===== config.mk =====
export PLATFORM = sky130hd
export DESIGN_NAME = wguard_top
export DESIGN_NICKNAME = d
export VERILOG_FILES = /design/src/design/wguard_pkg.sv /design/src/design/wguard_chan_gate.sv /design/src/design/wguard_ctrl.sv /design/src/design/wguard_id_queue.sv /design/src/design/wguard_phase_timer.sv /design/src/design/wguard_top.sv
export SDC_FILE = /design/constraint.sdc
export NUM_CORES = 1
export LEC_CHECK = 0
export BUFFER_PORTS_ARGS = -buffer_cell sky130_fd_sc_hd__buf_2
export CELL_PAD_IN_SITES_DETAIL_PLACEMENT = 1
export CELL_PAD_IN_SITES_GLOBAL_PLACEMENT = 2
export CORE_MARGIN = 4
export CORE_UTILIZATION = 40
export CTS_BUF_LIST = sky130_fd_sc_hd__clkbuf_8
export DETAILED_ROUTE_END_ITERATION = 8
export GPL_ROUTABILITY_DRIVEN = 1
export PLACE_DENSITY_LB_ADDON = 0.15
export SYNTH_ARGS = -nofsm -noshare
export SYNTH_HDL_FRONTEND = slang
export SYNTH_HIERARCHICAL = 1
export SYNTH_SLANG_ARGS = --single-unit
export TNS_END_PERCENT = 100

===== constraint.sdc =====
create_clock -name clk_i -period 5.75 [get_ports clk_i]
set_clock_uncertainty 0.05 [all_clocks]
set_input_delay 0.575 -clock clk_i [delete_from_list [all_inputs] [get_ports clk_i]]
set_output_delay 0.575 -clock clk_i [all_outputs]
set_load 0.01 [all_outputs]

===== src/design/wguard_pkg.sv =====
// ****************************
// Write guard shared definitions
// Width constants, channel structs,
// latency budgets and fault record
// ****************************
package wguard_pkg;

  localparam int unsigned IdWidth   = 4;
  localparam int unsigned AddrWidth = 16;
  localparam int unsigned DataWidth = 16;
  localparam int unsigned CntWidth  = 8;

  typedef logic [CntWidth-1:0] cnt_t;
  typedef logic [IdWidth-1:0]  axi_id_t;

  typedef struct packed {
    axi_id_t              id;
    logic [AddrWidth-1:0] addr;
  } aw_chan_t;

  typedef struct packed {
    logic [DataWidth-1:0] data;
    logic                 last;
  } w_chan_t;

  typedef struct packed {
    axi_id_t    id;
    logic [1:0] resp;
  } b_chan_t;

  // Manager to subordinate direction
  typedef struct packed {
    aw_chan_t aw;
    logic     aw_valid;
    w_chan_t  w;
    logic     w_valid;
    logic     b_ready;
  } wr_req_t;

  // Subordinate to manager direction
  typedef struct packed {
    logic    aw_ready;
    logic    w_ready;
    b_chan_t b;
    logic    b_valid;
  } wr_rsp_t;

  // Cycle budgets for the three write phases
  typedef struct packed {
    cnt_t aw_accept;
    cnt_t w_complete;
    cnt_t b_wait;
  } budget_t;

  typedef enum logic [1:0] {
    FaultNone,
    FaultTimeout,
    FaultBadBid,
    FaultWTimeout
  } fault_cause_e;

  typedef struct packed {
    fault_cause_e cause;
    axi_id_t      id;
  } fault_rec_t;

  // SLVERR code returned for dropped bursts
  localparam logic [1:0] resp_slverr = 2'b10;

endpackage


===== src/design/wguard_chan_gate.sv =====
// ****************************
// Channel gate for AW, W and B
// Bypass, AW back-pressure and
// fault isolation
// ****************************
`timescale 1ns/1ps

module wguard_chan_gate import wguard_pkg::*; (
  input  logic    guard_ena_i,
  input  logic    fault_active_i,
  input  logic    aw_block_i,
  input  wr_req_t mst_req_i,
  output wr_rsp_t mst_rsp_o,
  output wr_req_t slv_req_o,
  input  wr_rsp_t slv_rsp_i,
  output logic    aw_fire_o,
  output logic    w_fire_o,
  output logic    wlast_fire_o,
  output logic    b_fire_o
);

  logic track;

  assign track = guard_ena_i & ~fault_active_i;

  always_comb begin
    slv_req_o = mst_req_i;
    mst_rsp_o = slv_rsp_i;
    if (guard_ena_i) begin
      if (fault_active_i) begin
        // Cut the subordinate off and let the manager drain
        slv_req_o.aw_valid = 1'b0;
        slv_req_o.w_valid  = 1'b0;
        slv_req_o.b_ready  = 1'b1;
        mst_rsp_o.aw_ready = 1'b1;
        mst_rsp_o.w_ready  = 1'b1;
        // Each dropped burst end gets an SLVERR
        mst_rsp_o.b_valid  = mst_req_i.w_valid & mst_req_i.w.last;
        mst_rsp_o.b        = '{id: '0, resp: resp_slverr};
      end else if (aw_block_i) begin
        slv_req_o.aw_valid = 1'b0;
        mst_rsp_o.aw_ready = 1'b0;
      end
    end
  end

  // Handshakes seen on the subordinate side
  assign aw_fire_o    = track & slv_req_o.aw_valid & slv_rsp_i.aw_ready;
  assign w_fire_o     = track & slv_req_o.w_valid & slv_rsp_i.w_ready;
  assign wlast_fire_o = w_fire_o & slv_req_o.w.last;
  assign b_fire_o     = track & slv_rsp_i.b_valid & slv_req_o.b_ready;

endmodule


===== src/design/wguard_ctrl.sv =====
// ****************************
// Guard control
// Queue/timer commands, fault
// decision and sticky record
// ****************************
`timescale 1ns/1ps

module wguard_ctrl import wguard_pkg::*; #(
  parameter int unsigned MaxTxns   = 8,
  localparam int unsigned IdxWidth = $clog2(MaxTxns)
) (
  input  logic                  clk_i,
  input  logic                  rst_ni,
  input  logic                  guard_ena_i,
  input  logic                  fault_clr_i,
  input  logic                  aw_valid_i,
  input  logic                  aw_fire_i,
  input  logic                  wlast_fire_i,
  input  logic                  b_fire_i,
  input  axi_id_t               aw_id_i,
  input  axi_id_t               b_id_i,
  // Queue side
  output logic                  flush_o,
  output logic                  push_o,
  output logic                  w_done_o,
  output logic                  pop_o,
  input  logic                  w_head_valid_i,
  input  logic                  bid_hit_i,
  input  axi_id_t [MaxTxns-1:0] entry_ids_i,
  // Timer side
  output logic                  aw_wait_o,
  input  logic                  overrun_i,
  input  logic                  overrun_aw_i,
  input  fault_cause_e          overrun_cause_i,
  input  logic [IdxWidth-1:0]   overrun_idx_i,
  // Fault outputs
  output logic                  reset_req_o,
  output logic                  irq_o,
  output logic                  fault_active_o,
  output fault_rec_t            fault_o
);

  logic       track;
  logic       fault_set;
  fault_rec_t fault_d, fault_q;

  assign track = guard_ena_i & ~fault_active_o;

  // Entry bookkeeping follows the accepted handshakes
  assign push_o   = aw_fire_i;
  assign w_done_o = wlast_fire_i & w_head_valid_i;
  assign pop_o    = b_fire_i & bid_hit_i;
  assign flush_o  = fault_clr_i;

  // AW waits while offered and not taken, also when held off by a full queue
  assign aw_wait_o = track & aw_valid_i & ~aw_fire_i;

  always_comb begin
    fault_set = 1'b0;
    fault_d   = fault_q;
    if (track) begin
      if (overrun_i) begin
        fault_set     = 1'b1;
        fault_d.cause = overrun_cause_i;
        fault_d.id    = overrun_aw_i ? aw_id_i : entry_ids_i[overrun_idx_i];
      end else if (b_fire_i && !bid_hit_i) begin
        fault_set = 1'b1;
        fault_d   = '{cause: FaultBadBid, id: b_id_i};
      end
    end
  end

  // First cause is kept until software clears it
  always_ff @(posedge clk_i or negedge rst_ni) begin
    if (!rst_ni) begin
      fault_q <= '{cause: FaultNone, id: '0};
    end else if (fault_clr_i) begin
      fault_q <= '{cause: FaultNone, id: '0};
    end else if (fault_set) begin
      fault_q <= fault_d;
    end
  end

  assign fault_o        = fault_q;
  assign fault_active_o = (fault_q.cause != FaultNone);
  assign reset_req_o    = fault_active_o;
  assign irq_o          = fault_active_o;

  // A new fault shows on the reset request and interrupt one cycle later
  assert property (@(posedge clk_i) disable iff (!rst_ni)
    fault_set && !fault_clr_i |=> reset_req_o && irq_o);

endmodule


===== src/design/wguard_id_queue.sv =====
// ****************************
// Outstanding write tracker
// Head-tail table per ID, linked
// entry pool and W-order ring
// ****************************
`timescale 1ns/1ps

module wguard_id_queue import wguard_pkg::*; #(
  parameter int unsigned MaxTxns    = 8,
  parameter int unsigned MaxUniqIds = 4,
  localparam int unsigned IdxWidth  = $clog2(MaxTxns)
) (
  input  logic                         clk_i,
  input  logic                         rst_ni,
  input  logic                         flush_i,
  input  logic                         push_i,
  input  axi_id_t                      push_id_i,
  output logic [IdxWidth-1:0]          push_idx_o,
  input  logic                         w_done_i,
  output logic [IdxWidth-1:0]          w_head_idx_o,
  output logic                         w_head_valid_o,
  input  logic                         pop_i,
  input  axi_id_t                      pop_id_i,
  output logic [IdxWidth-1:0]          pop_idx_o,
  output logic                         bid_hit_o,
  output logic                         full_o,
  output axi_id_t [MaxTxns-1:0]        entry_ids_o
);

  localparam int unsigned HtWidth = (MaxUniqIds > 1) ? $clog2(MaxUniqIds) : 1;

  typedef logic [IdxWidth-1:0] idx_t;
  typedef logic [HtWidth-1:0]  ht_idx_t;

  typedef struct packed {
    axi_id_t id;
    idx_t    head;
    idx_t    tail;
    logic    valid;
  } ht_entry_t;

  typedef struct packed {
    axi_id_t id;
    idx_t    next;
    logic    done;
    logic    valid;
  } ld_entry_t;

  ht_entry_t [MaxUniqIds-1:0] ht_d, ht_q;
  ld_entry_t [MaxTxns-1:0]    ld_d, ld_q;
  logic      [MaxTxns-1:0]    ld_busy;
  logic      [MaxUniqIds-1:0] ht_busy;
  ht_idx_t                    bid_slot;

  // W-order ring, one slot per possible entry
  idx_t [MaxTxns-1:0]  w_ring_q;
  idx_t                w_wr_q, w_rd_q;
  logic [IdxWidth:0]   w_cnt_q;

  always_comb begin
    for (int i = 0; i < MaxTxns; i++) begin
      ld_busy[i]     = ld_q[i].valid;
      entry_ids_o[i] = ld_q[i].id;
    end
    for (int i = 0; i < MaxUniqIds; i++) begin
      ht_busy[i] = ht_q[i].valid;
    end
  end

  // Both the pool and the ID table must have room for any AW
  assign full_o         = (&ld_busy) | (&ht_busy);
  assign w_head_idx_o   = w_ring_q[w_rd_q];
  assign w_head_valid_o = (w_cnt_q != '0);

  // Head of the B ID is poppable once its burst has finished
  always_comb begin
    bid_hit_o = 1'b0;
    bid_slot  = '0;
    for (int i = 0; i < MaxUniqIds; i++) begin
      if (ht_q[i].valid && (ht_q[i].id == pop_id_i)) begin
        bid_slot  = ht_idx_t'(i);
        bid_hit_o = ld_q[ht_q[i].head].done;
      end
    end
  end

  assign pop_idx_o = ht_q[bid_slot].head;

  // Pop first, so the push sees the freed entry and table slot
  always_comb begin
    logic    match;
    ht_idx_t slot;

    ht_d       = ht_q;
    ld_d       = ld_q;
    push_idx_o = '0;
    match      = 1'b0;
    slot       = '0;

    if (w_done_i && w_head_valid_o) begin
      ld_d[w_head_idx_o].done = 1'b1;
    end

    if (pop_i && bid_hit_o) begin
      ld_d[pop_idx_o].valid = 1'b0;
      if (ht_q[bid_slot].tail == pop_idx_o) begin
        ht_d[bid_slot].valid = 1'b0;
      end else begin
        ht_d[bid_slot].head = ld_q[pop_idx_o].next;
      end
    end

    // Lowest free entry and table slot
    for (int i = MaxTxns - 1; i >= 0; i--) begin
      if (!ld_d[i].valid) begin
        push_idx_o = idx_t'(i);
      end
    end
    for (int i = MaxUniqIds - 1; i >= 0; i--) begin
      if (!ht_d[i].valid) begin
        slot = ht_idx_t'(i);
      end
    end
    for (int i = 0; i < MaxUniqIds; i++) begin
      if (ht_d[i].valid && (ht_d[i].id == push_id_i)) begin
        match = 1'b1;
        slot  = ht_idx_t'(i);
      end
    end

    if (push_i) begin
      ld_d[push_idx_o] = '{id: push_id_i, next: '0, done: 1'b0, valid: 1'b1};
      if (match) begin
        ld_d[ht_d[slot].tail].next = push_idx_o;
        ht_d[slot].tail            = push_idx_o;
      end else begin
        ht_d[slot] = '{id: push_id_i, head: push_idx_o, tail: push_idx_o, valid: 1'b1};
      end
    end
  end

  always_ff @(posedge clk_i or negedge rst_ni) begin
    if (!rst_ni) begin
      ht_q    <= '0;
      ld_q    <= '0;
      w_wr_q  <= '0;
      w_rd_q  <= '0;
      w_cnt_q <= '0;
    end else if (flush_i) begin
      ht_q    <= '0;
      ld_q    <= '0;
      w_wr_q  <= '0;
      w_rd_q  <= '0;
      w_cnt_q <= '0;
    end else begin
      ht_q <= ht_d;
      ld_q <= ld_d;
      if (push_i) begin
        w_wr_q <= w_wr_q + idx_t'(1);
      end
      if (w_done_i && w_head_valid_o) begin
        w_rd_q <= w_rd_q + idx_t'(1);
      end
      w_cnt_q <= w_cnt_q + (IdxWidth+1)'(push_i)
                 - (IdxWidth+1)'(w_done_i && w_head_valid_o);
    end
  end

  always_ff @(posedge clk_i) begin
    if (push_i) begin
      w_ring_q[w_wr_q] <= push_idx_o;
    end
  end

  // Back-pressure from the gate must keep AWs out of a full tracker
  assert property (@(posedge clk_i) disable iff (!rst_ni) push_i |-> !full_o);
  assert property (@(posedge clk_i) disable iff (!rst_ni) pop_i |-> bid_hit_o);

endmodule


===== src/design/wguard_phase_timer.sv =====
// ****************************
// Phase latency counters
// AW wait counter plus one data/B
// counter per tracked entry
// ****************************
`timescale 1ns/1ps

module wguard_phase_timer import wguard_pkg::*; #(
  parameter int unsigned MaxTxns   = 8,
  localparam int unsigned IdxWidth = $clog2(MaxTxns)
) (
  input  logic                clk_i,
  input  logic                rst_ni,
  input  logic                flush_i,
  input  budget_t             budget_i,
  input  logic                aw_wait_i,
  input  logic                start_i,
  input  logic [IdxWidth-1:0] start_idx_i,
  input  logic                wlast_i,
  input  logic [IdxWidth-1:0] wlast_idx_i,
  input  logic                stop_i,
  input  logic [IdxWidth-1:0] stop_idx_i,
  output logic                overrun_o,
  output logic                overrun_aw_o,
  output fault_cause_e        overrun_cause_o,
  output logic [IdxWidth-1:0] overrun_idx_o
);

  logic [MaxTxns-1:0] armed_q;
  logic [MaxTxns-1:0] b_phase_q;
  cnt_t [MaxTxns-1:0] cnt_q;
  cnt_t               aw_cnt_q;

  // Lowest overrunning entry wins, AW wait beats all entries
  always_comb begin
    overrun_o       = 1'b0;
    overrun_aw_o    = 1'b0;
    overrun_cause_o = FaultNone;
    overrun_idx_o   = '0;
    for (int i = MaxTxns - 1; i >= 0; i--) begin
      if (armed_q[i] &&
          (cnt_q[i] == (b_phase_q[i] ? budget_i.b_wait : budget_i.w_complete))) begin
        overrun_o       = 1'b1;
        overrun_idx_o   = IdxWidth'(i);
        overrun_cause_o = b_phase_q[i] ? FaultTimeout : FaultWTimeout;
      end
    end
    if (aw_wait_i && (aw_cnt_q == budget_i.aw_accept)) begin
      overrun_o       = 1'b1;
      overrun_aw_o    = 1'b1;
      overrun_cause_o = FaultTimeout;
    end
  end

  always_ff @(posedge clk_i or negedge rst_ni) begin
    if (!rst_ni) begin
      armed_q   <= '0;
      b_phase_q <= '0;
      cnt_q     <= '0;
      aw_cnt_q  <= '0;
    end else if (flush_i) begin
      armed_q   <= '0;
      b_phase_q <= '0;
      cnt_q     <= '0;
      aw_cnt_q  <= '0;
    end else begin
      aw_cnt_q <= aw_wait_i ? aw_cnt_q + cnt_t'(1) : '0;
      for (int i = 0; i < MaxTxns; i++) begin
        // A freed entry may be restarted in the cycle it stops
        if (start_i && (start_idx_i == IdxWidth'(i))) begin
          armed_q[i]   <= 1'b1;
          b_phase_q[i] <= 1'b0;
          cnt_q[i]     <= '0;
        end else if (wlast_i && (wlast_idx_i == IdxWidth'(i))) begin
          b_phase_q[i] <= 1'b1;
          cnt_q[i]     <= '0;
        end else if (stop_i && (stop_idx_i == IdxWidth'(i))) begin
          armed_q[i] <= 1'b0;
        end else if (armed_q[i]) begin
          cnt_q[i] <= cnt_q[i] + cnt_t'(1);
        end
      end
    end
  end

  assert property (@(posedge clk_i) disable iff (!rst_ni)
    start_i |-> !armed_q[start_idx_i] || (stop_i && (stop_idx_i == start_idx_i)));

endmodule


===== src/design/wguard_top.sv =====
// ****************************
// Write guard top level
// Gate, control, ID queue and
// phase timer
// ****************************
`timescale 1ns/1ps

module wguard_top import wguard_pkg::*; #(
  parameter int unsigned MaxTxns    = 8,
  parameter int unsigned MaxUniqIds = 4
) (
  input  logic       clk_i,
  input  logic       rst_ni,
  input  logic       guard_ena_i,
  input  logic       fault_clr_i,
  input  wr_req_t    mst_req_i,
  output wr_rsp_t    mst_rsp_o,
  output wr_req_t    slv_req_o,
  input  wr_rsp_t    slv_rsp_i,
  input  budget_t    budget_i,
  output logic       reset_req_o,
  output logic       irq_o,
  output fault_rec_t fault_o
);

  localparam int unsigned IdxWidth = $clog2(MaxTxns);

  logic                  aw_fire, wlast_fire, b_fire;
  logic                  fault_active, flush;
  logic                  push, w_done, pop, full, bid_hit, w_head_valid;
  logic [IdxWidth-1:0]   push_idx, w_head_idx, pop_idx, overrun_idx;
  axi_id_t [MaxTxns-1:0] entry_ids;
  logic                  aw_wait, overrun, overrun_aw;
  fault_cause_e          overrun_cause;

  wguard_chan_gate i_gate (
    .guard_ena_i    (guard_ena_i),
    .fault_active_i (fault_active),
    .aw_block_i     (full),
    .mst_req_i      (mst_req_i),
    .mst_rsp_o      (mst_rsp_o),
    .slv_req_o      (slv_req_o),
    .slv_rsp_i      (slv_rsp_i),
    .aw_fire_o      (aw_fire),
    .w_fire_o       (),
    .wlast_fire_o   (wlast_fire),
    .b_fire_o       (b_fire)
  );

  wguard_ctrl #(
    .MaxTxns (MaxTxns)
  ) i_ctrl (
    .clk_i           (clk_i),
    .rst_ni          (rst_ni),
    .guard_ena_i     (guard_ena_i),
    .fault_clr_i     (fault_clr_i),
    .aw_valid_i      (mst_req_i.aw_valid),
    .aw_fire_i       (aw_fire),
    .wlast_fire_i    (wlast_fire),
    .b_fire_i        (b_fire),
    .aw_id_i         (mst_req_i.aw.id),
    .b_id_i          (slv_rsp_i.b.id),
    .flush_o         (flush),
    .push_o          (push),
    .w_done_o        (w_done),
    .pop_o           (pop),
    .w_head_valid_i  (w_head_valid),
    .bid_hit_i       (bid_hit),
    .entry_ids_i     (entry_ids),
    .aw_wait_o       (aw_wait),
    .overrun_i       (overrun),
    .overrun_aw_i    (overrun_aw),
    .overrun_cause_i (overrun_cause),
    .overrun_idx_i   (overrun_idx),
    .reset_req_o     (reset_req_o),
    .irq_o           (irq_o),
    .fault_active_o  (fault_active),
    .fault_o         (fault_o)
  );

  wguard_id_queue #(
    .MaxTxns    (MaxTxns),
    .MaxUniqIds (MaxUniqIds)
  ) i_queue (
    .clk_i          (clk_i),
    .rst_ni         (rst_ni),
    .flush_i        (flush),
    .push_i         (push),
    .push_id_i      (slv_req_o.aw.id),
    .push_idx_o     (push_idx),
    .w_done_i       (w_done),
    .w_head_idx_o   (w_head_idx),
    .w_head_valid_o (w_head_valid),
    .pop_i          (pop),
    .pop_id_i       (slv_rsp_i.b.id),
    .pop_idx_o      (pop_idx),
    .bid_hit_o      (bid_hit),
    .full_o         (full),
    .entry_ids_o    (entry_ids)
  );

  wguard_phase_timer #(
    .MaxTxns (MaxTxns)
  ) i_timer (
    .clk_i           (clk_i),
    .rst_ni          (rst_ni),
    .flush_i         (flush),
    .budget_i        (budget_i),
    .aw_wait_i       (aw_wait),
    .start_i         (push),
    .start_idx_i     (push_idx),
    .wlast_i         (w_done),
    .wlast_idx_i     (w_head_idx),
    .stop_i          (pop),
    .stop_idx_i      (pop_idx),
    .overrun_o       (overrun),
    .overrun_aw_o    (overrun_aw),
    .overrun_cause_o (overrun_cause),
    .overrun_idx_o   (overrun_idx)
  );

endmodule


==> metrics.yaml, run 1 <==
maxCapViolations: 0
cts.clk_slew.worst_paths_ns: 0.07
port_buffers: 69
power_density_mw_per_mm2: 223
grt_start_max_net_pins: 106
slew_viol_final: 0
synth_nets: 1746
p_leak_uw: 0.00702
rr_worst_depth: 17
use_met1: 0.327
period_share: 0.906
required_ns: 6.17
hpwl_um: 34800
grtUsageMet3: 0.0330
clkLatencyLatePin_ns: 0.63
grt-busiest-layer: "met2"
end_kind: "flip-flop"
p_int_uw: 2810
cp_slowest_cell: "xnor2_1"
worstHoldPathType: "in -> reg"
die-area_mm2: 0.0428
power_frac_seq: 0.461
ant_nets: 0
die_y_um: 207
fin_util: 0.439
final_common_cell: "dfrtp_1"
coreArea_mm2: 0.0389
place.gp.congestion: 0.873
whs_ns: 0.256
grt_pass1_vias: 13200
area_growth_pct: 8.05
finalNetCount: 1732
die_width_um: 207
synth_area_mm2: 0.0158
drc: 0
grt-ovfl-total: 0
cp.depth: 17
cp.arrival_ns: 5.63
rsz0062_at_grt: "false"
ys_warn_count: 6
p_sw_frac: 0.265
power_frac_comb: 0.077
vias: 12400
ir_worst_vdd_mv: 0.151
worstMarginPinSlew_ns: 1.10
grt_pass1_wl_um: 76600
setup_violations: 0
path_cells: "xnor2_1 > nand3_1 > or3_1 > o22a_1 > and2_1 > o41a_1 > o21ai_0 > buf_4 > nor2_1 > a311oi_2 > nor2_1 > a31oi_1 > a2bb2oi_2 > and2_1 > buf_4 > nor3_2 > a221o_1"
wl_per_cell_um: 22.1
setup_slack_ns: 0.540
outcome: "finished, final reports clean"
critical_path.max_stage_delay_ns: 0.63
drive_gt1_frac: 0.151
grt_usage: 0.229
drtIter0Drc: 729
vias_per_cell: 5.68
syn_inst: 1652
rows: 72
initial_core_util: 0.407
clockRootBuffer: "clkbuf_8"
avgSynthCellArea_um2: 9.58
cts_tree: "yes"
cts.sinks: 244
crit_type: "reg -> reg"
met2_usage: 0.363
min_path_cells: 2
fill_cells: 4468
htree_levels: 2
ioPinCount: 134
antenna_found_initial: 1
place_ws_ns: 0.322
drtPass1Iterations: 5
clkPwrFrac: 0.463
cp-start-kind: "flip-flop"
cp_top_family: "compound AO/OA/AOI/OAI gates"
cp_max_fo: 11
routed_wl_um: 48400
finalHoldViolations: 0
final.setup.tns_ns: 0
min_period_ns: 5.21
cts-resized-gates: 0
post_cts_buffers: 0
final_cell_mix: "dfrtp_1 (220), nor2_1 (208), mux2i_1 (159), xor2_1 (108), nand2_1 (99)"
cts.path.max_buffers: 3
fmax_mhz: 192
power.switching_uw: 1010
numCtsBuffers: 47
path_buf_inv: 2
slew_headroom: 0.262
-- layer usage --
| layer | share of wire | routed length, um |
|---|---|---|
| met1 | 0.48 | 23300 |
| met2 | 0.46 | 22100 |
| met3 | 0.039 | 1890 |
| met4 | 0.025 | 1200 |
| met5 | 0 | 0 |
-- stage by stage --
step | total power (uW) | cells | area (um^2)
floorplan | 1980 | 1652 | 15800
global placement | 2080 | 2106 | 16100
detailed placement | 2090 | 2106 | 16100
CTS | 3900 | 2189 | 17100
global route | 4000 | 2189 | 17100
finish | 3820 | 2190 | 17100
-- worst register-to-register path: cells and delay by family (launching register included) --
family / cells / cell delay, ns
simple gates: 7 / 1.62
flops: 1 / 0.43
buf+inv: 2 / 0.44
compound gates: 7 / 1.90
xor+xnor: 1 / 0.63
-- sequential cells by signal, summed over array words and instances (netlist names) --
signal,cells
i_queue/w_ring_q,24
i_queue/w_wr_q,3
i_queue/ht_q,40
i_timer/cnt_q,64
i_queue/ld_busy,8
i_timer/armed_q,8
i_queue/ht_busy,4
i_queue/entry_ids_o,32
i_timer/aw_cnt_q,8
i_ctrl/fault_o,6
i_queue/w_cnt_q,4
i_queue/w_rd_q,3
i_timer/b_phase_q,8
i_queue/ld_q,32
-- final timing paths --
kind / start / end / slack [ns]
min in group asynchronous: rst_ni / i_timer/aw_cnt_q[0]$_DFF_PN0_ / 0.54
worst min-delay path: fault_clr_i / i_queue/ld_q[47]$_DFFE_PN0P_ / 0.26
worst max-delay path: i_queue/ht_q[21]$_DFFE_PN0P_ / i_queue/ld_q[31]$_DFFE_PN0P_ / 0.54
worst min register to register: i_timer/aw_cnt_q[0]$_DFF_PN0_ / i_timer/aw_cnt_q[0]$_DFF_PN0_ / 0.46
max in group asynchronous: rst_ni / i_queue/w_rd_q[1]$_DFFE_PN0P_ / 3.71
worst max register to register: i_queue/ht_q[21]$_DFFE_PN0P_ / i_queue/ld_q[31]$_DFFE_PN0P_ / 0.54
-- layout make-up --
cell class	count	area (um^2)	area share
antenna	1	2.50	0.000146
clock buffer	59	812	0.0475
clock inverter	23	134	0.00783
inverter	37	139	0.00812
multi-input combinational	1203	8500	0.497
sequential	244	6230	0.364
tap	518	648	0.0379
timing repair buffer	105	643	0.0376
-- power by group through the flow --
stage | Clock [uW] | Combinational (uW) | Sequential [uW]
2_1_floorplan | 0 | 197 | 1790
3_3_place_gp | 0 | 291 | 1790
3_5_place_dp | 0 | 296 | 1790
4_1_cts | 1840 | 298 | 1760
5_1_grt | 1910 | 326 | 1760
6_report | 1770 | 293 | 1760
-- what timing repair did --
action | 4_1_cts | 5_1_grt
hold buffers | 1 | 0
endpoints found under the hold margin | 75 | 0
setup endpoints to repair | 0 | 0
Power figures use the tool's default switching activity.
==> run 2, diff against run 1 <==
Settings changed: CELL_PAD_IN_SITES_DETAIL_PLACEMENT 1 to 2.
==> metrics.yaml, run 2 (same netlist as run 1, synthesis figures left out) <==
outcome: "finished, final reports clean"
largest_reg_flops: 64  # unchanged
power.switching_uw: 1010  # +0.21%
finalHoldViolations: 0  # unchanged
power_frac_comb: 0.080  # +0.003
vias: 12800  # +2.5%
p_int_uw: 2740  # -2.5%
final_cell_mix: "dfrtp_1 (220), nor2_1 (208), mux2i_1 (159), xor2_1 (108), nand2_1 (99)"
die_y_um: 207  # unchanged
hpwl_um: 37600  # +7.9%
final.setup.tns_ns: 0  # unchanged
grt_usage: 0.246  # +0.0178
grt_start_max_net_pins: 106  # unchanged
die-area_mm2: 0.0428  # unchanged
critical_path.max_stage_delay_ns: 0.49  # -0.14 ns
worstHoldPathType: "in -> reg"
ioPinCount: 134  # unchanged
cts_tree: "yes"
numCtsBuffers: 47  # unchanged
drive_gt1_frac: 0.147  # -0.00479
routed_wl_um: 52200  # +7.7%
worstMarginPinSlew_ns: 1.19  # +0.0861 ns
placed_cell_area_mm2: 0.0161  # unchanged
cp_max_fo: 12  # +1
clkPwrFrac: 0.451  # -0.012
vias_per_cell: 5.83  # +2.6%
maxCapViolations: 0  # unchanged
cts.sinks: 244  # unchanged
clockRootBuffer: "clkbuf_8"
path_buf_inv: 1  # -1
ant_nets: 0  # unchanged
power_density_mw_per_mm2: 220  # -1.5%
area_growth_pct: 7.72
final_common_cell: "dfrtp_1"
htree_levels: 2  # unchanged
port_buffers: 69  # unchanged
grt_pass1_wl_um: 82700  # +8.0%
die_width_um: 207  # unchanged
cts-resized-gates: 0  # unchanged
crit_type: "reg -> reg"
cp_top_family: "compound AO/OA/AOI/OAI gates"
cts.path.max_buffers: 3  # unchanged
cp_slowest_cell: "a2111o_1"
required_ns: 6.19  # +0.02 ns
path_cells: "xor2_1 > a2111o_1 > or2_4 > a311oi_1 > o22a_1 > and2_1 > o41a_1 > o21ai_0 > buf_4 > nor2_1 > a31oi_2 > a21oi_1 > nand2_1 > o211ai_2 > and3_1 > a221oi_2 > a221o_1"
wl_per_cell_um: 23.8  # +7.7%
drtPass1Iterations: 4  # -1
slew_headroom: 0.205  # -0.0576
fmax_mhz: 190  # -0.90%
antenna_found_initial: 0  # -1
end_kind: "flip-flop"
n_antenna_cell: 0  # -1
grt-ovfl-total: 0  # unchanged
finalNetCount: 1732  # unchanged
coreArea_mm2: 0.0389  # unchanged
cp.arrival_ns: 5.70  # +0.07 ns
grt_pass1_vias: 14000  # +6.2%
initial_core_util: 0.407  # unchanged
min_period_ns: 5.26  # +0.0471 ns
rsz0062_at_grt: "false"
regMostFlops: "i_timer/cnt_q"
rows: 72  # unchanged
stdcell_area_mm2: 0.0171  # -0.31%
cp-start-kind: "flip-flop"
power.total_uw: 3750  # -1.8%
setup_violations: 0  # unchanged
place.gp.congestion: 0.873  # unchanged
cts.clk_slew.worst_paths_ns: 0.06  # about the same
p_leak_uw: 0.00701  # -0.15%
power_frac_seq: 0.469  # +0.008
drc: 0  # unchanged
period_share: 0.914  # +0.00819
reg_top3: "i_timer/cnt_q x64, i_queue/ht_q x40"
ir_worst_vdd_mv: 0.144  # -4.9%
drtIter0Drc: 768  # +5.3%
p_sw_frac: 0.270  # +0.00533
slew_viol_final: 0  # unchanged
clkLatencyLatePin_ns: 0.63  # about the same
## run 2: cell types whose count changed in the layout (fill, tap and decap cells not counted)
cell / change
inv_1: +6
clkbuf_8: -5
clkinv_1: +2
clkinv_2: -2
inv_6: -2
clkinv_8: +1
diode_2: -1
## run 2: per-layer routing
layer | track usage | part of all wire
met5 | 0 | 0
met3 | 0.0344 | 0.036
met2 | 0.414 | 0.48
met1 | 0.336 | 0.46
met4 | 0.0663 | 0.023
## run 2: power groups by stage
stage / Combinational (uW) / Clock (uW) / Sequential [uW]
floorplan: 197 / 0 / 1790
global placement: 291 / 0 / 1790
detailed placement: 300 / 0 / 1790
CTS: 303 / 1770 / 1760
global route: 329 / 1850 / 1760
finish: 299 / 1690 / 1760
## run 2: what timing repair did
action / in CTS / in global routing
hold endpoints to repair: 68 / 0
endpoints found under the setup margin: 0 / 0
hold buffers: 1 / 0
buffers inserted: 0 / 0
## run 2: cell type report
type                       instances  area [um^2]
timing repair buffer             105          643
sequential                       244         6230
tap                              518          648
clock buffer                      54          743
fill                            4255        21900
multi-input combinational       1203         8500
inverter                          37          139
clock inverter                    28          153
## run 2: path summary, 6_finish.rpt
kind,depth (start not counted),slack [ns],to,startpoint
max in group asynchronous,3,3.68,i_queue/w_rd_q[2]$_DFFE_PN0P_,rst_ni
max,17,0.49,i_queue/ld_q[13]$_DFFE_PN0P_,i_queue/ht_q[31]$_DFFE_PN0P_
min,2,0.26,i_queue/ld_busy[0]$_DFF_PN0_,fault_clr_i
min reg2reg,1,0.46,i_timer/aw_cnt_q[0]$_DFF_PN0_,i_timer/aw_cnt_q[0]$_DFF_PN0_
max reg2reg,17,0.49,i_queue/ld_q[13]$_DFFE_PN0P_,i_queue/ht_q[31]$_DFFE_PN0P_
min in group asynchronous,2,0.54,i_timer/aw_cnt_q[4]$_DFF_PN0_,rst_ni
## run 2: stage by stage
stage	utilization	setup WS, ns	hold slack, ns	cells
3_5_place_dp	0.415	0.223	0.454	2106
4_1_cts	0.438	0.539	0.205	2189
3_3_place_gp	0.415	0.515	0.436	2106
6_report	0.438	0.492	0.260	2189
5_1_grt	0.438	0.0511	0.235	2189
2_1_floorplan	-	0.643	0.229	1652
